===== config.mk =====
export PLATFORM = sky130hd
export DESIGN_NAME = c16_core
export DESIGN_NICKNAME = d
export VERILOG_FILES = /design/src/verilog/c16_pkg.sv /design/src/verilog/c16_core.sv /design/src/verilog/exec_lane.sv /design/src/verilog/instr_queue.sv /design/src/verilog/issue_ctrl.sv /design/src/verilog/reg_file.sv /design/src/verilog/slot_decode.sv
export SDC_FILE = /design/constraint.sdc
export NUM_CORES = 1
export LEC_CHECK = 0
export BUFFER_PORTS_ARGS = -buffer_cell sky130_fd_sc_hd__clkbuf_2
export CORE_MARGIN = 4
export CORE_UTILIZATION = 44
export CTS_BUF_LIST = sky130_fd_sc_hd__clkbuf_8 sky130_fd_sc_hd__clkbuf_16
export DETAILED_ROUTE_END_ITERATION = 12
export SYNTH_ARGS = -nofsm -noshare
export SYNTH_HDL_FRONTEND = slang
export SYNTH_SLANG_ARGS = --single-unit

===== constraint.sdc =====
create_clock -name clk -period 4.1 [get_ports clk]
set_input_delay 0.41 -clock clk [delete_from_list [all_inputs] [get_ports clk]]
set_output_delay 0.41 -clock clk [all_outputs]
set_load 0.05 [all_outputs]

===== src/verilog/c16_pkg.sv =====
////////////////////////////////////////////////////////////
// Shared widths, opcodes and bundles of the c16 core
// Instruction fields follow one fixed layout, see below
////////////////////////////////////////////////////////////

package c16_pkg;

   // Data and instruction width
   localparam int WORD_W = 16;
   localparam int IMM_W = 5;

   typedef logic [WORD_W-1:0] word_t;

   // Two instructions per fetch, low half is earlier
   typedef logic [2*WORD_W-1:0] fetch_word_t;

   localparam int NUM_REGS = 8;

   typedef logic [2:0] reg_addr_t;

   // Writes dropped, reads as zero
   localparam reg_addr_t NO_WRITE_REG = 3'd7;

   ////////////////////////////////////////////////////////////
   // Opcodes
   // Fields: opcode [15:11], rd [10:8], rs1 [7:5],
   // rs2 [2:0], signed imm5 [4:0]
   ////////////////////////////////////////////////////////////
   typedef logic [4:0] opcode_t;

   localparam opcode_t OPC_ADD_IMM = 5'd0;
   localparam opcode_t OPC_ADD_REG = 5'd1;
   localparam opcode_t OPC_SUB_IMM = 5'd2;
   localparam opcode_t OPC_SUB_REG = 5'd3;

   typedef enum logic [2:0] {
      ALU_ADD,
      ALU_SUB,
      ALU_NOP
   } alu_op_e;

   // Instruction queue
   localparam int QUEUE_DEPTH = 4;

   typedef logic [2:0] queue_count_t;

   ////////////////////////////////////////////////////////////
   // Bundles
   ////////////////////////////////////////////////////////////
   typedef struct packed {
      alu_op_e   op;
      reg_addr_t dest;
      word_t     arg0;
      word_t     arg1;
   } issue_slot_t;

   typedef struct packed {
      reg_addr_t rs1;
      reg_addr_t rs2;
      logic      writes;
      logic      uses_rs2;
   } slot_srcs_t;

   typedef struct packed {
      logic      en;
      reg_addr_t addr;
      word_t     value;
   } writeback_t;

endpackage


===== src/verilog/c16_core.sv =====
////////////////////////////////////////////////////////////
// Dual-issue c16 core top; instances and wiring only
// Writebacks appear one cycle after issue
////////////////////////////////////////////////////////////

`timescale 1ns/1ps

module c16_core
   import c16_pkg::*;
(
   input  logic        clk,
   input  logic        reset,
   input  fetch_word_t fetch_word,
   input  logic        fetch_valid,
   output logic        fetch_ready,
   output writeback_t  wb_first,
   output writeback_t  wb_second
);

   queue_count_t    avail;
   queue_count_t    consume;
   word_t           inst_first;
   word_t           inst_second;
   reg_addr_t [3:0] rd_addr;
   word_t     [3:0] rd_value;
   issue_slot_t     slot_first;
   issue_slot_t     slot_second;
   slot_srcs_t      srcs_first;
   slot_srcs_t      srcs_second;
   issue_slot_t     issue_first;
   issue_slot_t     issue_second;

   ////////////////////////////////////////////////////////////
   // Front end
   ////////////////////////////////////////////////////////////
   instr_queue instr_queue_inst (
      .clk(clk), .reset(reset),
      .fetch_word(fetch_word), .fetch_valid(fetch_valid), .fetch_ready(fetch_ready),
      .consume(consume), .avail(avail),
      .inst_first(inst_first), .inst_second(inst_second)
   );

   slot_decode decode_first (
      .inst(inst_first), .rd_addr0(rd_addr[0]), .rd_addr1(rd_addr[1]),
      .rd_value0(rd_value[0]), .rd_value1(rd_value[1]),
      .slot(slot_first), .srcs(srcs_first)
   );

   slot_decode decode_second (
      .inst(inst_second), .rd_addr0(rd_addr[2]), .rd_addr1(rd_addr[3]),
      .rd_value0(rd_value[2]), .rd_value1(rd_value[3]),
      .slot(slot_second), .srcs(srcs_second)
   );

   issue_ctrl issue_ctrl_inst (
      .clk(clk), .reset(reset), .avail(avail),
      .slot_first(slot_first), .slot_second(slot_second),
      .srcs_first(srcs_first), .srcs_second(srcs_second),
      .consume(consume), .issue_first(issue_first), .issue_second(issue_second)
   );

   ////////////////////////////////////////////////////////////
   // Register file and execute
   ////////////////////////////////////////////////////////////
   reg_file reg_file_inst (
      .clk(clk), .reset(reset), .rd_addr(rd_addr), .rd_value(rd_value),
      .wb_first(wb_first), .wb_second(wb_second)
   );

   exec_lane exec_first (.slot(issue_first), .wb(wb_first));
   exec_lane exec_second (.slot(issue_second), .wb(wb_second));

endmodule


===== src/verilog/exec_lane.sv =====
////////////////////////////////////////////////////////////
// One execute lane, combinational, 16-bit wrapping math
////////////////////////////////////////////////////////////

`timescale 1ns/1ps

module exec_lane
   import c16_pkg::*;
(
   input  issue_slot_t slot,
   output writeback_t  wb
);

   always_comb begin
      wb.addr = slot.dest;
      case (slot.op)
         ALU_ADD: begin
            wb.en = 1'b1;
            wb.value = slot.arg0 + slot.arg1;
         end
         ALU_SUB: begin
            wb.en = 1'b1;
            wb.value = slot.arg0 - slot.arg1;
         end
         default: begin
            wb.en = 1'b0;
            wb.value = '0;
         end
      endcase
   end

endmodule


===== src/verilog/instr_queue.sv =====
////////////////////////////////////////////////////////////
// Holds up to four instructions, oldest at entry 0
// Caller must never consume more than avail
////////////////////////////////////////////////////////////

`timescale 1ns/1ps

module instr_queue
   import c16_pkg::*;
(
   input  logic         clk,
   input  logic         reset,
   input  fetch_word_t  fetch_word,
   input  logic         fetch_valid,
   output logic         fetch_ready,
   input  queue_count_t consume,
   output queue_count_t avail,
   output word_t        inst_first,
   output word_t        inst_second
);

   word_t        entries [QUEUE_DEPTH];
   word_t        next_entries [QUEUE_DEPTH];
   queue_count_t count;
   queue_count_t total;
   queue_count_t src;
   logic         xfer;
   word_t        fetch_lo;
   word_t        fetch_hi;

   assign fetch_lo = fetch_word[WORD_W-1:0];
   assign fetch_hi = fetch_word[2*WORD_W-1:WORD_W];

   // Room for a full word only
   assign fetch_ready = (count <= 3'd2);
   assign xfer = fetch_valid && fetch_ready;

   // Stored plus incoming, decode sees at most two
   assign total = count + (xfer ? 3'd2 : 3'd0);
   assign avail = (total >= 3'd2) ? 3'd2 : total;

   // Oldest two, falling through to the incoming word
   always_comb begin
      inst_first = (count != 3'd0) ? entries[0] : fetch_lo;
      if (count >= 3'd2) begin
         inst_second = entries[1];
      end else if (count == 3'd1) begin
         inst_second = fetch_lo;
      end else begin
         inst_second = fetch_hi;
      end
   end

   // Shift out consumed entries and append the new word behind the rest
   always_comb begin
      src = '0;
      for (int i = 0; i < QUEUE_DEPTH; i++) begin
         src = queue_count_t'(i) + consume;
         if (src < count) begin
            next_entries[i] = entries[src[1:0]];
         end else if (src == count) begin
            next_entries[i] = fetch_lo;
         end else begin
            next_entries[i] = fetch_hi;
         end
      end
   end

   always_ff @(posedge clk) begin
      if (reset) begin
         count <= '0;
      end else begin
         count <= total - consume;
      end
   end

   always_ff @(posedge clk) begin
      entries <= next_entries;
   end

endmodule


===== src/verilog/issue_ctrl.sv =====
////////////////////////////////////////////////////////////
// Pairs the two decoded slots and registers what issues
// A dependent second slot waits and moves to lane first
////////////////////////////////////////////////////////////

`timescale 1ns/1ps

module issue_ctrl
   import c16_pkg::*;
(
   input  logic         clk,
   input  logic         reset,
   input  queue_count_t avail,
   input  issue_slot_t  slot_first,
   input  issue_slot_t  slot_second,
   input  slot_srcs_t   srcs_first,
   input  slot_srcs_t   srcs_second,
   output queue_count_t consume,
   output issue_slot_t  issue_first,
   output issue_slot_t  issue_second
);

   logic        hit_rs1;
   logic        hit_rs2;
   logic        hazard;
   issue_slot_t next_first;
   issue_slot_t next_second;

   ////////////////////////////////////////////////////////////
   // Dependency check
   ////////////////////////////////////////////////////////////

   // Second reads what first is about to write
   assign hit_rs1 = (slot_first.dest == srcs_second.rs1);
   assign hit_rs2 = srcs_second.uses_rs2 && (slot_first.dest == srcs_second.rs2);
   assign hazard = srcs_first.writes && (hit_rs1 || hit_rs2);

   always_comb begin
      if (avail == 3'd0) begin
         consume = 3'd0;
      end else if (avail == 3'd1 || hazard) begin
         consume = 3'd1;
      end else begin
         consume = 3'd2;
      end
   end

   ////////////////////////////////////////////////////////////
   // Issue registers
   ////////////////////////////////////////////////////////////

   // Lanes that do not issue carry a bubble
   always_comb begin
      next_first = slot_first;
      next_second = slot_second;
      if (consume == 3'd0) begin
         next_first.op = ALU_NOP;
      end
      if (consume != 3'd2) begin
         next_second.op = ALU_NOP;
      end
   end

   always_ff @(posedge clk) begin
      if (reset) begin
         issue_first.op <= ALU_NOP;
         issue_second.op <= ALU_NOP;
      end else begin
         issue_first <= next_first;
         issue_second <= next_second;
      end
   end

endmodule


===== src/verilog/reg_file.sv =====
////////////////////////////////////////////////////////////
// Eight registers, four reads, two writes
// Register 7 is never written; lane second wins on a tie
////////////////////////////////////////////////////////////

`timescale 1ns/1ps

module reg_file
   import c16_pkg::*;
(
   input  logic                  clk,
   input  logic                  reset,
   // Ports 0..3: first0, first1, second0, second1
   input  reg_addr_t [3:0]       rd_addr,
   output word_t     [3:0]       rd_value,
   input  writeback_t            wb_first,
   input  writeback_t            wb_second
);

   word_t regs [NUM_REGS];
   logic  wr_first;
   logic  wr_second;

   assign wr_first = wb_first.en && (wb_first.addr != NO_WRITE_REG);
   assign wr_second = wb_second.en && (wb_second.addr != NO_WRITE_REG);

   ////////////////////////////////////////////////////////////
   // Reads with same-cycle forwarding
   ////////////////////////////////////////////////////////////
   always_comb begin
      for (int p = 0; p < 4; p++) begin
         rd_value[p] = regs[rd_addr[p]];
         if (wr_first && wb_first.addr == rd_addr[p]) begin
            rd_value[p] = wb_first.value;
         end
         // Later lane overrides
         if (wr_second && wb_second.addr == rd_addr[p]) begin
            rd_value[p] = wb_second.value;
         end
      end
   end

   ////////////////////////////////////////////////////////////
   // Writes
   ////////////////////////////////////////////////////////////
   always_ff @(posedge clk) begin
      if (reset) begin
         for (int r = 0; r < NUM_REGS; r++) begin
            regs[r] <= '0;
         end
      end else begin
         if (wr_first) begin
            regs[wb_first.addr] <= wb_first.value;
         end
         // Last assignment wins when both target one register
         if (wr_second) begin
            regs[wb_second.addr] <= wb_second.value;
         end
      end
   end

endmodule


===== src/verilog/slot_decode.sv =====
////////////////////////////////////////////////////////////
// One decode lane, purely combinational
// Unknown opcodes decode to a NOP that writes nothing
////////////////////////////////////////////////////////////

`timescale 1ns/1ps

module slot_decode
   import c16_pkg::*;
(
   input  word_t       inst,
   output reg_addr_t   rd_addr0,
   output reg_addr_t   rd_addr1,
   input  word_t       rd_value0,
   input  word_t       rd_value1,
   output issue_slot_t slot,
   output slot_srcs_t  srcs
);

   opcode_t opcode;
   word_t   imm;

   assign opcode = inst[15:11];
   assign rd_addr0 = inst[7:5];
   assign rd_addr1 = inst[2:0];

   // Sign extended imm5
   assign imm = {{(WORD_W-IMM_W){inst[IMM_W-1]}}, inst[IMM_W-1:0]};

   always_comb begin
      slot.dest = inst[10:8];
      slot.arg0 = rd_value0;
      srcs.rs1 = rd_addr0;
      srcs.rs2 = rd_addr1;
      srcs.writes = 1'b1;
      srcs.uses_rs2 = opcode[0];
      slot.arg1 = opcode[0] ? rd_value1 : imm;
      case (opcode)
         OPC_ADD_IMM, OPC_ADD_REG: slot.op = ALU_ADD;
         OPC_SUB_IMM, OPC_SUB_REG: slot.op = ALU_SUB;
         default: begin
            slot.op = ALU_NOP;
            srcs.writes = 1'b0;
            srcs.uses_rs2 = 1'b0;
         end
      endcase
   end

endmodule


# == Word-level counts from Yosys, hierarchy flattened ==
# Memory sizes are Yosys's and may differ from the RTL's. A register that Yosys moved wholly into a read port is not among the register bits.
# Index checks and enable logic that the tools add are counted.
# classes
eq_ne,23
n_reduce_logical,32
n_bitwise,4
mux,55
add_sub_neg,9
magnitude_cmp,11
# op_table
operator,n
$mux W16,27
$bmux W16 S2,4
$pmux W16 S2,2
$add A16 B16 Y16,2
$reduce_or A16 Y1,2
$sub A16 B16 Y16,2
$eq A3 B3 Y1,10
$eq A5 B2 Y1 const B,4
$reduce_or A2 Y1,8
$mux W1,13
$eq A3 B1 Y1 const B,4
$ge A3 B3 Y1 const B,4
$logic_not A3 Y1,4
$lt A3 B3 Y1,4
$mux W3,4
$not A2 Y3,4
$eq A5 B1 Y1 const B,2
$logic_not A5 Y1,2
$logic_and A1 B1 Y1,9
$pmux W2 S2,2
$reduce_or A4 Y1,2
$add A2 B3 Y3 const A,2
$ge A3 B2 Y1 const B,2
$mux W2,3
9 further kinds,12
# totals
out_inout_bits,41
n_memories,1
ram_bits,128
ff_bits,111
inputBits,35
elab_cells,146
# memory_table
name,words,width,rd,rd_clocked_by_memory_dff,write_ports,line_no,text
reg_file_inst.regs,8,16,4,2,8,reg_file.sv:20,word_t regs [NUM_REGS];

# == Depth between registers and ports, before layout ==
# logic_depth
word_depth,18
mapped_depth,21
mapped_depth_nobuf,16

# == Cells and area by module ==
# A second synthesis with hierarchy kept.
# hier_totals
cells_unflattened,1925
hier_area_um2,22472.8
# by_module_without_submodules
module,area_per_inst_um2,seq_area_each_um2,cells_each,instances
reg_file,11353.4,3843.7,933,1
instr_queue,5320.1,1341.3,429,1
issue_ctrl,2394.8,2222.1,101,1
exec_lane (exec_first),1207.4,0.0,181,1
exec_lane (exec_second),1138.6,0.0,169,1
slot_decode,529.3,0.0,56,2

# == Least setup slack after synthesis ==
# No wires, ideal clock.
# synth_path
path_kind,reg-to-reg
from,register instr_queue_inst.count[2]
to,register instr_queue_inst.entries[38] in the netlist's numbering
arrival_ps,4931
t_required_ps,3997
synth_period_minus_slack_ps,5034
path_buffers,7
setup_slack_ps,-934
setup_ps,103
path_stages_with_launch,20
cell_sequence,dfxtp_1 -> buf_4 -> clkbuf_1 -> clkbuf_1 -> a21oi_1 -> and2_1 -> ha_1 -> xnor2_1 -> nor2b_1 -> mux2_2 -> buf_4 -> buf_4 -> inv_1 -> ha_1 -> ha_1 -> nand3b_1 -> clkbuf_1 -> clkbuf_1 -> mux2i_1 -> a222oi_1
# synth_rtl
element,line_no,text
start: declaration,instr_queue.sv:24,queue_count_t count;
start signal: assignment,instr_queue.sv:73,count <= total - consume;
end signal: assignment,instr_queue.sv:78,entries <= next_entries;
end: declaration,instr_queue.sv:22,word_t entries [QUEUE_DEPTH];

==> reports/qor.yml <==
logic_synthesis:
  synth_warnings: 0
  synth_top_area_frac: 0.297
  yosysTopAreaCell: "edfxtp_1"
  synth_edf_count: 198
  synthDistinctLibCells: 73
  synth_area_sq_um: 20000
  synth-seq-cells: 269
  ys_top_cells_by_area: "edfxtp_1 (30%), mux4_2 (11%), mux2i_1 (7.7%)"
  synth.most_common_cell: "edfxtp_1"
  yosysSeqAreaShare: 0.368
  async_flop_share: 0
  syn_inst: 1931
  ys.flop_type: "edfxtp_1"
  syn_avg_cell_area_sq_um: 10.4
  synth_common_cells: "edfxtp_1 (198), nand2_1 (197), mux2i_1 (154)"
cts:
  cts.clk_slew.worst_paths_ns: 0.06
  cts.sink_count: 269
  clk_path_buf_depth: 3
  clk-insertion-delay-late_ns: 0.59
  root_buffer: "clkbuf_16"
  htree_levels: 1
  cts_buffers: 29
  cts_tree: "yes"
  hold_buffers: 0
grt:
  grt_pass1_wl_um: 108000
  antenna_found_initial: 0
  grt_pass1_vias: 17300
  overflow: 0
  grt_max_degree: 71
  track_usage: 0.285
layout:
  drive_gt1_frac: 0.267
  stdcell_count: 2666
  area.growth.synth_to_final_pct: 17.9
  finish.utilization: 0.530
  fin_nets: 2133
  fillerInstances: 3902
  design_area_sq_um: 23600
timing:
  max_slew_margin: 0.219
  clock_skew_ns: 0.0522
  layout_min_cycle_time_ns: 4.38
  finalSetupTns_ns: -1.70
  slew_violations: 0
  rsz0062_at_grt: "yes"
  worst_pin_slew_ns: 1.17
  max_freq_mhz: 228
  hold_viol_final: 0
  finalSetupViolCount: 12
  setup_ws_ns: -0.284
  post-route-period-util: 1.07
detailed_routing:
  drt-pass1-iter-count: 8
  via_per_inst: 6.66
  drt_iter0_drc: 2342
  via_count: 17800
  routedWlPerCell_um: 27.6
  route.antenna.remaining_nets: 0
  drcViolationCount: 0
  wl_um: 73600
place:
  place_area_sq_um: 22000
  place_inst: 2575
  dp_hpwl_um: 49500
  gp_congestion: 0.900
  io_buffers: 75
power_and_ir_drop:
  leakagePower_uw: 0.00909
  power_per_cell_area_nw_per_um2: 1040
  ir_drop_v: 0.000783
  p_total_uw: 24700
critical_path:
  path_cells: "nor2_2 > nand2_2 > or4b_4 > buf_6 > nand2_2 > xor2_1 > ha_1 > a21oi_2 > o21ai_1 > a21oi_2 > nand2_1 > xor2_1 > nand2_1 > inv_1 > buf_12"
  cp-start-kind: "flop"
  crit_slowest_cell: "or4b_4"
  r2r_slack_ns: 0.14
  worstSetupPathType: "reg2out"
  required_ns: 3.69
  arrival_ns: 3.97
  crit_fanout: 4
  crit_path_end_kind: "output pin"
  cpPeakStageDelay_ns: 0.58
worst_hold_path:
  hold_path.class: "in2reg"
floorplan:
  pin_count: 76
  die_w_um: 221
  rows: 77
  coreArea_sq_um: 44600
  fp.dieH_um: 221
  initial_core_util: 0.449
  die-area_sq_um: 49000
job:
  max_cap_viol_count: 0
outcome:
  failed_checks: "negative setup slack"
  status: "finished, violations left"
[routing by layer]
layer / up-vias / global-route usage / part of all wire
met2: 1111 / 0.446 / 0.45
met4: 0 / 0.0894 / 0.033
met3: 162 / 0.0800 / 0.12
met1: 8761 / 0.387 / 0.40
li1: 7717 / - / -
met5: - / 0 / 0
[path summary, 6_finish.rpt]
kind,end,startpoint,cells after the start
max,wb_first[11],issue_ctrl_inst.issue_first[2],15
min,instr_queue_inst.entries[52],fetch_word[20],3
max reg2reg,issue_ctrl_inst.issue_second[14],issue_ctrl_inst.issue_second[0],18
min reg2reg,instr_queue_inst.entries[63],instr_queue_inst.entries[31],2
[layout by cell type (no fill, tap or decap), types with 28 or more instances in the layout]
cell type | synthesis | final
a211o_1 | 28 | 28
a21oi_1 | 70 | 64
a222oi_1 | 32 | 32
buf_12 | 0 | 30
buf_4 | 17 | 153
clkbuf_16 | 0 | 30
clkbuf_2 | 0 | 53
dfxtp_1 | 71 | 70
edfxtp_1 | 198 | 198
ha_1 | 45 | 41
inv_1 | 62 | 61
mux2_2 | 64 | 64
mux2i_1 | 154 | 149
mux4_2 | 97 | 97
nand2_1 | 197 | 189
nand3_1 | 48 | 46
nor2_1 | 105 | 97
nor2b_1 | 38 | 35
o21ai_0 | 63 | 58
o22ai_1 | 112 | 112
xnor2_1 | 46 | 46
[final cells by class]
class	count	area, sq um	share of cell area
clock inverters	22	160	0.00678
diodes	1	2.50	0.000106
well taps	592	741	0.0313
repair buffers	242	2100	0.0890
flip-flops and latches	269	7370	0.312
multi-input cells	1443	12200	0.518
clock buffers	32	767	0.0324
inverters	65	249	0.0105
[power breakdown]
group / leakage (uW) / switching (uW) / internal, uW
Sequential: 0.00261 / 791 / 4020
Combinational: 0.00599 / 9830 / 7430
Clock: 0.000487 / 1130 / 1460
Total: 0.00909 / 11800 / 12900
[sequential cells by signal, summed over array words and instances (netlist names)]
signal / cells
issue_ctrl_inst.issue_first: 37
issue_ctrl_inst.issue_second: 37
instr_queue_inst.count: 3
instr_queue_inst.entries: 64
reg_file_inst.regs: 128
[timing repair]
item                                   CTS  global route
gates resized for setup                 68            35
setup endpoints to repair               16            50
setup buffers                           24            15
pin swaps                               27            23
endpoints found under the hold margin    0             0
[per-stage QoR]
step	setup slack, ns	hold WS [ns]
2_1_floorplan	0.0225	0.485
3_3_place_gp	0.0236	0.544
3_5_place_dp	-0.0818	0.552
4_1_cts	-0.242	0.168
5_1_grt	-0.435	0.191
6_report	-0.284	0.180
[worst max-delay path: cells and delay by family (launching register included)]
kind,cells,cell delay [ns]
and+or+nand+nor,6,1.30
buffers and inverters,3,0.52
AOI/OAI and AO/OA,3,0.45
DFF,1,0.41
xor gates and xnor gates,2,0.39
adders and majority gates,1,0.29
[cell families (layout without fill, tap and decap cells)]
kind of cell    after synthesis  count (layout)  share of synthesized area
mux                         324             324                      0.231
buf+inv                     234             361                     0.0509
xor+xnor                     73              73                     0.0319
simple gates                491             491                      0.114
fa+ha+maj                    48              48                     0.0311
flops                       269             269                      0.368
compound gates              491             491                      0.174
other cells                   1              17                   0.000187
Power figures use the tool's default switching activity.
